[src/verilog/soc_pkg.sv]
package soc_pkg;

    // widths
    localparam int xlen = 64;
    localparam int ilen = 32;

    // address map
    localparam logic [xlen-1:0] ram_base    = 64'h0000_0000_0000_1000;  // reset pc
    localparam logic [xlen-1:0] key_base    = 64'h0000_0000_0000_2000;
    localparam logic [xlen-1:0] art_base    = 64'h0000_0000_0000_3000;
    localparam logic [xlen-1:0] periph_mask = ~64'h0000_0000_0000_0fff;  // 4 KiB pages

    // machine csr numbers
    localparam logic [11:0] csr_mstatus = 12'h300;
    localparam logic [11:0] csr_mie     = 12'h304;
    localparam logic [11:0] csr_mtvec   = 12'h305;
    localparam logic [11:0] csr_mepc    = 12'h341;
    localparam logic [11:0] csr_mcause  = 12'h342;
    localparam logic [11:0] csr_mip     = 12'h344;

    // major opcodes
    localparam logic [6:0] op_lui    = 7'b0110111;
    localparam logic [6:0] op_op_imm = 7'b0010011;
    localparam logic [6:0] op_load   = 7'b0000011;
    localparam logic [6:0] op_store  = 7'b0100011;
    localparam logic [6:0] op_system = 7'b1110011;

    localparam logic [ilen-1:0] mret_word  = 32'h3020_0073;
    localparam logic [ilen-1:0] nop_word   = 32'h0000_0013;  // addi x0, x0, 0
    localparam logic [xlen-1:0] cause_mext = {1'b1, 59'd0, 4'd11};  // interrupt, code 11

    // core to peripherals
    typedef struct packed {
        logic [xlen-1:0] addr;
        logic [xlen-1:0] wdata;
        logic            we;
        logic            re;
    } bus_req_t;

    // peripherals to core, one cycle after the request
    typedef struct packed {
        logic [xlen-1:0] rdata;
        logic            hit;   // address matched a port
    } bus_rsp_t;

    typedef struct packed {
        logic            valid; // csrrw this cycle
        logic [11:0]     num;
        logic [xlen-1:0] wdata;
        logic            mret;
    } csr_req_t;

    // pc redirect from the csr block
    typedef struct packed {
        logic            take;
        logic [xlen-1:0] target;
    } trap_t;

endpackage

[src/verilog/bus_decoder.sv]
`timescale 1ns/1ps

module bus_decoder import soc_pkg::*; (
    input  logic            clk,
    input  logic            reset,
    input  bus_req_t        bus_req,
    output bus_rsp_t        bus_rsp,
    output logic            key_rd,
    input  logic [7:0]      key_rdata,
    output logic            art_we,
    output logic [xlen-1:0] art_wdata
);
    logic            key_sel;
    logic            art_sel;
    logic            rsp_hit;
    logic [xlen-1:0] rsp_rdata;

    // page compare only
    assign key_sel = (bus_req.addr & periph_mask) == (key_base & periph_mask);
    assign art_sel = (bus_req.addr & periph_mask) == (art_base & periph_mask);

    assign key_rd    = bus_req.re && key_sel;   // clears key full
    assign art_we    = bus_req.we && art_sel;
    assign art_wdata = bus_req.wdata;

    assign bus_rsp = '{rdata: rsp_rdata, hit: rsp_hit};

    always_ff @(posedge clk or negedge reset) begin
        if (!reset)
            rsp_hit <= 1'b0;
        else
            rsp_hit <= (bus_req.re || bus_req.we) && (key_sel || art_sel);
    end

    // read data one cycle after re
    always_ff @(posedge clk) begin
        if (bus_req.re && key_sel)
            rsp_rdata <= {56'd0, key_rdata};   // zero extend
        else
            rsp_rdata <= '0;    // art is write only
    end

endmodule

[config.mk]
export PLATFORM = sky130hd
export DESIGN_NAME = bus_decoder
export DESIGN_NICKNAME = d
export VERILOG_FILES = /design/src/verilog/soc_pkg.sv /design/src/verilog/bus_decoder.sv
export SDC_FILE = /design/constraint.sdc
export NUM_CORES = 1
export LEC_CHECK = 0
export ABC_AREA = 1
export BUFFER_PORTS_ARGS = -buffer_cell sky130_fd_sc_hd__buf_4
export CAP_MARGIN = 20
export CORE_AREA = 2 2 105 107
export DETAILED_ROUTE_END_ITERATION = 6
export DIE_AREA = 0 0 107 109
export GPL_ROUTABILITY_DRIVEN = 0
export MAX_ROUTING_LAYER = met4
export PLACE_DENSITY = 0.55
export SLEW_MARGIN = 20
export SYNTH_ARGS = -nofsm -noshare
export SYNTH_HDL_FRONTEND = slang
export SYNTH_SLANG_ARGS = --single-unit
[constraint.sdc]
create_clock -name clk -period 2.3 [get_ports clk]
set_input_delay 0.23 -clock clk [delete_from_list [all_inputs] [get_ports clk]]
set_output_delay 0.23 -clock clk [all_outputs]
set_load 0.03 [all_outputs]
Yosys cells after proc, flatten, opt, wreduce, memory -nomap -nowiden:

Index checks and enable logic that the tools add are counted.

* output and inout port bits: 131
* bits in latches: 0
* bits in read-only memories: 0
* memory bits (writable): 0
* word-level logic and storage cells: 10
* bits in registers: 65
* memories: 0

* muxes and demuxes: 0
* reductions and logical operators: 5
* multipliers: 0
* add/subtract/negate cells: 0
* bitwise operators: 0
* equal/unequal tests: 2
* divide/modulo/power cells: 0
* shift operators: 0
* magnitude comparators: 0

Operators with widths (count)
* $eq A52 B2 Y1 const B: 2
* $logic_and A1 B1 Y1: 3
* $logic_or A1 B1 Y1: 2

Logic depth before layout (Yosys ltp):

Gate-level depths: netlist (run 1).

* word-level depth: 3
* gate-level depth with buffers: 8
* depth with buffers taken out: 8

Least setup slack after synthesis (run 1):

OpenSTA, ideal clock, no wires.

* kind: input-to-output
* start point: input bus_req[125] (netlist bit)
* end point: output art_we
* arrival time: 1.162 ns
* buffers on the path: 0
* stages: 7
* required time: 2.070 ns
* slack: 0.908 ns
* path through: nor2_1 -> nand2_1 -> nor2_1 -> nand2_1 -> nor2_2 -> nand2_1 -> nor2_1

* word-level cells in the longest chain between the ends: 2

RTL lines
* from (decl): RTL line bus_decoder.sv:6 `input bus_req_t bus_req,`
* $eq A52 B2 Y1: RTL line bus_decoder.sv:20 `assign art_sel = (bus_req.addr & periph_mask) == (art_base & periph_mask);`
* $logic_and A1 B1 Y1: RTL line bus_decoder.sv:23 `assign art_we = bus_req.we && art_sel;`
* to (decl): RTL line bus_decoder.sv:10 `output logic art_we,`

No other way between the ends.

Worst setup path in the final report (run 1):

* start point: input bus_req[123] (netlist bit)
* end point: output key_rd

* word-level cells in the longest chain between the ends: 2

RTL lines
* $eq A52 B2 Y1: RTL line bus_decoder.sv:19 `assign key_sel = (bus_req.addr & periph_mask) == (key_base & periph_mask);`
* $logic_and A1 B1 Y1: RTL line bus_decoder.sv:22 `assign key_rd = bus_req.re && key_sel;`
* to (decl): RTL line bus_decoder.sv:8 `output logic key_rd,`

No other way between the ends.

==> qor.yml, run 1 <==
synth:
  synth_cells: 208
  ys_seq_area_share_pct: 13.1
  postSynthAreaPerCell_sq_um: 6.80
  yosysWarnings: 0
  synthTopCellsByCount: "buf_4, nor2_1, nand2_1"
  ys_types: 13
  synthesis.area_sq_mm: 0.00142
  synth_edf_count: 0
  synth_area_leader_cell: "buf_4"
  synthFlopType: "dfxtp_1"
  synth_area_leaders: "buf_4, dfxtp_1, nor2_1, nand2_1, inv_1"
  ys_ff_latch: 9
  synth_most_common_cell: "buf_4"
  async_flop_share_pct: 11.1
  netlist.area_leader.share_pct: 64.2
grt:
  grt_max_degree: 10
  antenna_found_initial: 0
  overflow: 0
  grt_pass1_vias: 796
  grt_pass1_wl_um: 3640
  grt_usage_pct: 4.24
floorplanning:
  dieArea_sq_mm: 0.0117
  num_rows: 38
  core_sq_mm: 0.0106
  die_h_um: 109
  start_util_pct: 13.3
  die_w_um: 107
  pin_count: 271
worst_setup_path:
  crit_path_end_kind: "primary output"
  start_kind: "primary input"
  arrival_ps: 1280
  cp.required_ps: 2070
  critical_path_class: "primary input to primary output"
  cp_max_fo: 9
timing:
  finalHoldViolations: 0
  fmax_mhz: 662
  setup-violations-final: 0
  finalSetupTns_ps: 0
  rsz0062_at_grt: "false"
  period_share_pct: 65.7
  slew_violations: 0
  min_period_ps: 1510
drt:
  initialDrtViolationCount: 44
  drc: 0
  num_vias: 1025
  totalWireLength_um: 3050
  ant_nets: 0
  viasPerCell: 2.84
  wl_per_cell_um: 8.43
  drtPass1Iterations: 4
cells_and_area:
  register_area_sq_um: 185
  drive_gt1_share_pct: 36.7
  n_antenna_cell: 0
  fill_cells: 1231
  final_nets: 362
  area_growth_syn_to_layout_pct: 5.92
  multi_input_area_sq_um: 487
clock_tree:
  cts.sinks: 9
  cts_made_buffers: 3
  clkTransAtPathRegs_ps: 40
  cts_tree: "built"
  cts_resized: 0
  cts_max_path_buffers: 2
  post-cts-setup-buffers: 0
  htreeDepth: 1
  cts-root-buf: "clkbuf_8"
  ctsHoldBuffers: 1
worst_hold_path:
  hold_class: "primary input to flop"
  min_path_cells: 3
  hp-start: "key_rdata[0]"
  hold_end: "rsp_rdata[0]$_SDFF_PN0_"
place:
  place_hpwl_um: 2650
  numPortBuffers: 74
pwr:
  vdd_drop_max_v: 0.000184
  p_total_mw: 0.561
  powerDensity_mw_per_mm2: 374
  leakage_nw: 0.803
job:
  cap_violations: 0
outcome:
  status: "completed"
## sequential cells by signal, summed over array words and instances, names as in the netlist
signal     cells
rsp_rdata      8
rsp_hit        1
## stage by stage
step,instances,hold slack (ps),util [%],setup slack (ps),cell area (sq um)
2_1_floorplan,263,-65.6,-,908,1620
5_1_grt,361,220,14.1,646,1500
3_3_place_gp,356,6.34,13.6,777,1440
6_report,361,212,14.1,789,1500
4_1_cts,361,208,14.1,748,1500
3_5_place_dp,356,6.02,13.6,748,1440
## cell type report
type	count	area share [%]
Inverter	11	2.75
Timing Repair Buffer	75	37.7
Tap cell	140	11.7
Multi-Input combinational cell	122	32.5
Sequential cell	9	12.4
Clock buffer	4	3.01
## metal layers
layer  global-route usage (%)  vias up  wire [um]
li1                         -      465          -
met5                        -        -          0
met1                     2.54      375        696
met3                     2.99       47        755
met4                     5.47        0        308
met2                     6.73      138       1290
## worst max path at each step
stage / start / end / slack, ps / cells after the start
after detailed placement: bus_req[123] / key_rd / 750 / 9
after floorplan: bus_req[125] / art_we / 910 / 7
after global placement: bus_req[123] / key_rd / 780 / 9
final: bus_req[123] / key_rd / 790 / 9
after CTS: bus_req[123] / key_rd / 750 / 9
after global routing: bus_req[123] / key_rd / 650 / 9
## worst max-delay path, stage by stage
cell and delay (ps):
buf_4 110, nor2_1 120, nand2_1 70, nor2_1 90, nand2_1 90, nor2_2 180, nand3_4 150, inv_1 90
buf_4 150
## placed cells by master (no fill, tap or decap), drive strengths merged
cell type,netlist,final
inv,11,11
dlygate4sd3,0,1
a21oi,1,1
and2,1,1
nand2,16,16
clkbuf,0,4
dfrtp,1,1
dfxtp,8,8
nand4,1,1
conb,1,56
nor2,45,45
nand3,2,2
buf,121,74
## where the power goes
part	leakage, nW	internal [mW]	total [mW]	switching [mW]
combinational	0.702	0.0760	0.225	0.149
sequential	0.0784	0.157	0.157	0.0000000000000000123
clock	0.0228	0.120	0.179	0.0585
total	0.803	0.353	0.561	0.208
## logic make-up (layout without fill, tap and decap cells)
family	Yosys count	in the layout	synth area share (%)
buffers and inverters	132	90	67.1
AND/OR/NAND/NOR	65	65	19.2
flip-flops	9	9	13.1
other	1	56	0.265
AO/OA/AOI/OAI	1	1	0.353
Power figures use the tool's default switching activity.
==> run 2, diff against run 1 <==
ABC_AREA = 0   (was 1)
PLACE_DENSITY = 0.57   (was 0.55)
clock period = 1.24 ns   (was 2.3 ns; I/O delays follow)
==> run 2 against run 1 <==
The flow now finishes with violations (negative setup slack). Sequential power is 85% higher. Setup slack worse by 920 ps. Final cell count down 6.6%. Die area is the same. Global-route usage up 1.6 points. Design area up 24%. Total power rose by 94%. Non-clock buffer count grew 14. Critical endpoint is now art_we. Largest cell class unchanged.
==> qor.yml, run 2 <==
floorplanning:
  die_w_um: 107  # unchanged
  pin_count: 271  # unchanged
  num_rows: 38  # unchanged
  start_util_pct: 13.7  # was 13.3%
  core_sq_mm: 0.0106  # unchanged
  die_h_um: 109  # unchanged
  dieArea_sq_mm: 0.0117  # unchanged
grt:
  grt_util_met1_pct: 3.26  # was 2.54%
  use_met2_pct: 10.4  # was 6.73%
  grt_pass1_vias: 1044  # was 796
  antenna_found_initial: 0  # unchanged
  overflow: 0  # unchanged
  use_met3_pct: 2.69  # was 2.99%
  grt_pass1_wl_um: 4970  # was 3640 um
  grt_busiest_layer: "met2"  # unchanged
  grt_usage_pct: 5.85  # was 4.24%
  grt_max_degree: 10  # unchanged
synth:
  ys_types: 15  # was 13
  postSynthAreaPerCell_sq_um: 8.28  # was 6.80 sq um
  synthFlopType: "dfxtp_1"  # unchanged
  async_flop_share_pct: 11.1  # unchanged
  ys_seq_area_share_pct: 12.7  # was 13.1%
  netlist.area_leader.share_pct: 62.3  # was 64.2%
  synth_most_common_cell: "buf_4"  # unchanged
  synth_edf_count: 0  # unchanged
  synth_area_leaders: "buf_4, dfxtp_1, nor4_2, nand4_1, nor4_1"  # was buf_4, dfxtp_1, nor2_1, nand2_1, inv_1
  synthesis.area_sq_mm: 0.00146  # was 0.00142 sq mm
  synthTopCellsByCount: "buf_4, nor4_2, nand4_1"  # was buf_4, nor2_1, nand2_1
  synth_area_leader_cell: "buf_4"  # unchanged
  ys_ff_latch: 9  # unchanged
  synth_cells: 176  # was 208
  yosysWarnings: 0  # unchanged
place:
  place_inst: 327  # was 356
  pre_cts_slack_ps: -242  # was 748 ps
  place_hpwl_um: 3150  # was 2650 um
  numPortBuffers: 74  # unchanged
pwr:
  vdd_drop_max_v: 0.000205  # was 0.000184 V
  leakage_nw: 0.905  # was 0.803 nW
  p_comb_share_pct: 42.7  # was 40.1%
  power_frac_seq_pct: 26.8  # was 28.0%
  p_total_mw: 1.09  # was 0.561 mW
  switchingPower_mw: 0.413  # was 0.208 mW
  intPower_mw: 0.674  # was 0.353 mW
  powerDensity_mw_per_mm2: 584  # was 374 mW/mm^2
  sw_frac_of_total_pct: 38.0  # was 37.0%
  clkPwrFrac_pct: 30.6  # was 31.9%
cells_and_area:
  fill_cells: 1165  # was 1,231
  mostFrequentLayoutCells: "buf_4, conb_1, nor4_4, buf_6, nand4_1"  # was buf_4, conb_1, nor2_1, nand2_1, inv_1
  largest_register_ffs: 8  # unchanged
  final_nets: 338  # was 362
  layout_commonest_cell: "buf_4"  # unchanged
  register_area_sq_um: 185  # unchanged
  drive_gt1_share_pct: 57.4  # was 36.7%
  largest-register: "rsp_rdata"  # unchanged
  finalNonFillerCells: 337  # was 361
  reg.largest.list: "rsp_rdata x8, rsp_hit x1"  # unchanged
  n_antenna_cell: 0  # unchanged
  area_growth_syn_to_layout_pct: 27.6  # was 5.92%
  multi_input_area_sq_um: 722  # was 487 sq um
  final_util_pct: 17.5  # was 14.1%
drt:
  viasPerCell: 3.26  # was 2.84
  ant_nets: 0  # unchanged
  num_vias: 1098  # was 1,025
  drc: 0  # unchanged
  totalWireLength_um: 3880  # was 3050 um
  drtPass1Iterations: 4  # unchanged
  wl_per_cell_um: 11.5  # was 8.43 um
  initialDrtViolationCount: 14  # was 44
worst_setup_path:
  cp_max_fo: 3  # was 9
  start_kind: "primary input"  # unchanged
  crit_chain: "buf_6 -> nor4_4 -> nand4_1 -> nor4_4 -> buf_4"  # was buf_4 -> nor2_1 -> nand2_1 -> nor2_1 -> nand2_1 -> nor2_2 -> nand3_4 -> inv_1 -> buf_4
  crit_path_end_kind: "primary output"  # unchanged
  critical_path_class: "primary input to primary output"  # unchanged
  arrival_ps: 1250  # was 1280 ps
  cp.required_ps: 1120  # was 2070 ps
  worst_path_most_repeated_cell: "nor4_4"
  critPathSlowestCell: "nor4_4"  # was nor2_2
  cp_num_buf_inv: 2  # was 3
  worst_path_largest_cell_delay_ps: 340  # was 180 ps
  critical-path-top-delay-family: "simple AND/OR/NAND/NOR gates"  # unchanged
timing:
  finalHoldViolations: 0  # unchanged
  holdWs_ps: 171  # was 212 ps
  slew_violations: 0  # unchanged
  rsz0062_at_grt: "true"  # was false
  setup_ws_ps: -135  # was 789 ps
  period_share_pct: 111
  setup-violations-final: 3  # was 0
  min_period_ps: 1380
  fmax_mhz: 727
outcome:
  violations: "negative setup slack"
  status: "complete, but fails checks"  # was completed
job:
  cap_violations: 0  # unchanged
clock_tree:
  cts_made_buffers: 3  # unchanged
  cts_max_path_buffers: 2  # unchanged
  cts.sinks: 9  # unchanged
  clkTransAtPathRegs_ps: 40  # about the same
  cts_tree: "built"  # unchanged
  cts-root-buf: "clkbuf_8"  # unchanged
  htreeDepth: 1  # unchanged
worst_hold_path:
  hold_class: "primary input to flop"  # unchanged
[run 2: cell types whose count changed after synthesis, sizes merged, moves of 5 or more]
cell / change
nand2: -16
nor4: +22
buf: +5
inv: -11
nand4: +10
nor2: -45
[run 2: logic make-up (layout without fill, tap and decap cells)]
family                 after synthesis  after routing  synth area share, %
AOI/OAI and AO/OA                    1              1                0.515
other                                1             56                0.257
DFF                                  9              9                 12.7
and+or+nand+nor                     38             38                 21.8
buffers and inverters              127             93                 64.7
[run 2: layer usage]
metal,vias to the layer above,routed length (um)
met5,-,0
met4,0,446
li1,459,-
met1,463,864
met3,42,713
met2,134,1860
[run 2: what timing repair did]
item                       in CTS  in global routing
pin swaps                      11                  8
hold endpoints to repair        1                  0
setup endpoints to repair       3                 10
gates cloned                    0                  0
gates resized for setup        23                 12
buffers inserted                4                  1
hold buffers                    1                  0
[run 2: path summary, 6_finish.rpt]
path | start | end | slack (ps) | cells after the start
max in group asynchronous | reset | rsp_hit$_DFF_PN0_ | 930 | 2
worst max-delay path | bus_req[91] | art_we | -140 | 5
worst min-delay path | key_rdata[4] | rsp_rdata[4]$_SDFF_PN0_ | 170 | 3
min in group asynchronous | reset | rsp_hit$_DFF_PN0_ | 220 | 2
[run 2: power groups by stage]
stage                     registers (mW)  clock network, mW  logic, mW
after floorplan                    0.296                  0      0.766
after global placement             0.296                  0      0.416
after detailed placement           0.296                  0      0.418
after CTS                          0.291              0.336      0.448
after global routing               0.291              0.347      0.488
final                              0.291              0.332      0.463
[run 2: tightest hold or removal path: cells and delay by family]
family	cells	cell delay, ps
buffers and inverters	1	110
and+or+nand+nor	2	120
[run 2: layout make-up]
| type | count | area share (%) |
|---|---|---|
| Clock buffer | 4 | 2.42 |
| Tap cell | 140 | 9.42 |
| Timing Repair Buffer | 89 | 39.4 |
| Multi-Input combinational cell | 95 | 38.8 |
| Sequential cell | 9 | 9.96 |
[run 2: metrics by stage]
| step | instance area [sq um] | TNS (ps) |
|---|---|---|
| 4_1_cts | 1780 | -263 |
| 3_3_place_gp | 1560 | -1580 |
| 6_report | 1860 | -250 |
| 5_1_grt | 1860 | -469 |
| 3_5_place_dp | 1560 | -1840 |
| 2_1_floorplan | 1710 | -103 |
==> run 3, diff against run 2 <==
BUFFER_PORTS_ARGS = -buffer_cell sky130_fd_sc_hd__buf_2   (was -buffer_cell sky130_fd_sc_hd__buf_4)
CAP_MARGIN = default   (was 20)
==> run 3 against run 2 <==
The flow still finishes with violations (negative setup slack). Die area stayed put. Total power down 4.3%. Combinational power fell by 13%. Final cell count increased by 0.30%. Critical path depth stayed put. Via count is 2.4% lower. Global-route usage shrank 0.18 points. Fmax down 1.3%. Critical path type unchanged. Critical endpoint unchanged. Largest cell class is now multi-input gates.
==> qor.yml, run 3 (same netlist as run 2, synthesis figures left out) <==
clock_tree:
  cts_made_buffers: 3  # unchanged
  htreeDepth: 1  # unchanged
  cts-root-buf: "clkbuf_8"  # unchanged
  cts_max_path_buffers: 2  # unchanged
  cts.sinks: 9  # unchanged
  clkTransAtPathRegs_ps: 50  # was 40 ps
  cts_tree: "built"  # unchanged
floorplanning:
  die_w_um: 107  # unchanged
  core_sq_mm: 0.0106  # unchanged
  dieArea_sq_mm: 0.0117  # unchanged
  start_util_pct: 13.7  # unchanged
  num_rows: 38  # unchanged
  pin_count: 271  # unchanged
  die_h_um: 109  # unchanged
worst_setup_path:
  critical_path_class: "primary input to primary output"  # unchanged
  worst_path_most_repeated_cell: "nor4_4"  # unchanged
  cp_max_fo: 3  # unchanged
  arrival_ps: 1270  # was 1250 ps
  cp.required_ps: 1120  # about the same
  critPathSlowestCell: "nor4_4"  # unchanged
  crit_path_end_kind: "primary output"  # unchanged
  crit_chain: "buf_2 -> nor4_4 -> nand4_1 -> nor4_4 -> buf_6"  # was buf_6 -> nor4_4 -> nand4_1 -> nor4_4 -> buf_4
  worst_path_largest_cell_delay_ps: 350  # was 340 ps
  start_kind: "primary input"  # unchanged
timing:
  min_period_ps: 1390  # was 1380 ps
  finalSetupTns_ps: -240  # was -250 ps
  finalHoldViolations: 0  # unchanged
  period_share_pct: 112  # was 111%
  rsz0062_at_grt: "true"  # unchanged
  setup-violations-final: 2  # was 3
  holdWs_ps: 142  # was 171 ps
  setup_ws_ps: -153  # was -135 ps
  slew_violations: 0  # unchanged
  fmax_mhz: 718  # was 727 MHz
drt:
  num_vias: 1072  # was 1,098
  initialDrtViolationCount: 17  # was 14
  drtPass1Iterations: 4  # unchanged
  viasPerCell: 3.17  # was 3.26
  drc: 0  # unchanged
  ant_nets: 0  # unchanged
  totalWireLength_um: 3790  # was 3880 um
  wl_per_cell_um: 11.2  # was 11.5 um
worst_hold_path:
  hp-start: "key_rdata[3]"  # was key_rdata[4]
  hold_class: "primary input to flop"  # unchanged
  hold_end: "rsp_rdata[3]$_SDFF_PN0_"  # was rsp_rdata[4]$_SDFF_PN0_
  min_path_cells: 3  # unchanged
cells_and_area:
  reg.largest.list: "rsp_rdata x8, rsp_hit x1"  # unchanged
  fill_cells: 1204  # was 1,165
  area_growth_syn_to_layout_pct: 11.9  # was 27.6%
  n_antenna_cell: 0  # unchanged
  design_area_sq_mm: 0.00163  # was 0.00186 sq mm
  drive_gt1_share_pct: 56.6  # was 57.4%
  final_nets: 339  # was 338
  largest_register_ffs: 8  # unchanged
  largest-register: "rsp_rdata"  # unchanged
  layout_commonest_cell: "buf_2"  # was buf_4
  mostFrequentLayoutCells: "buf_2, conb_1, buf_6, buf_4, nand4_1"  # was buf_4, conb_1, nor4_4, buf_6, nand4_1
outcome:
  status: "complete, but fails checks"  # unchanged
  violations: "negative setup slack"  # unchanged
job:
  cap_violations: 0  # unchanged
pwr:
  leakage_nw: 0.792  # was 0.905 nW
  powerDensity_mw_per_mm2: 637  # was 584 mW/mm^2
  vdd_drop_max_v: 0.000344  # was 0.000205 V
place:
  place_hpwl_um: 3030  # was 3150 um
  numPortBuffers: 74  # unchanged
  pre_cts_slack_ps: -261  # was -242 ps
  dpl_cell_area_sq_mm: 0.00139  # was 0.00156 sq mm
grt:
  grt_usage_pct: 5.67  # was 5.85%
  overflow: 0  # unchanged
  antenna_found_initial: 0  # unchanged
  grt_max_degree: 10  # unchanged
  grt_pass1_vias: 902  # was 1,044
  grt_pass1_wl_um: 4730  # was 4970 um
==> run 3: cell types whose count changed in the layout (fill, tap and decap cells not counted), sizes merged <==
cell / previous run / this run
buf: 88 / 89
==> run 3: how the worst max path moves through the flow <==
stage                       startpoint                 endpoint
after floorplan            bus_req[85]                   key_rd
after global placement     bus_req[81]  rsp_rdata[7]$_SDFF_PN0_
after detailed placement  bus_req[116]  rsp_rdata[7]$_SDFF_PN0_
after CTS                  bus_req[90]                   art_we
after global routing       bus_req[91]                   art_we
final                      bus_req[87]                   art_we
==> run 3: cell type report <==
type                            count  area (sq um)  share of cell area (%)
Multi-Input combinational cell     95           666                    40.8
Timing Repair Buffer               90           561                    34.4
Sequential cell                     9           185                    11.3
Tap cell                          140           175                    10.7
Clock buffer                        4          45.0                    2.76
==> run 3: per-stage QoR <==
step / total power, mW / std cells / util [%]
after CTS: 1.03 / 334 / 14.3
after global placement: 0.654 / 329 / 13.1
final: 1.04 / 338 / 15.4
after detailed placement: 0.657 / 329 / 13.1
after floorplan: 1.06 / 231 / -
after global routing: 1.09 / 338 / 15.4
==> run 3: routing by layer <==
| layer | wire length, um | part of all wire [%] | global-route usage, % | vias to the layer above |
|---|---|---|---|---|
| met5 | 0 | 0 | - | - |
| met4 | 339 | 8.9 | 6.77 | 0 |
| met3 | 603 | 16 | 1.91 | 37 |
| met2 | 1820 | 48 | 10.2 | 127 |
| met1 | 1030 | 27 | 3.91 | 448 |
| li1 | - | - | - | 460 |
==> run 3: what timing repair did <==
action / CTS / global route
setup buffers: 0 / 4
endpoints found under the hold margin: 1 / 0
resized for setup: 14 / 13
setup endpoints to repair: 3 / 6
hold buffers: 1 / 0
pin swaps: 9 / 4
==> run 3: where the power goes <==
| group | internal (mW) | switching, mW | total (mW) |
|---|---|---|---|
| registers | 0.291 | 0 | 0.291 |
| logic | 0.105 | 0.296 | 0.401 |
| clock network | 0.225 | 0.123 | 0.348 |
| total | 0.620 | 0.419 | 1.04 |
==> run 3: critical path, delay by kind of cell <==
family / cells / cell delay, ps
buf+inv: 2 / 280
simple gates: 3 / 870
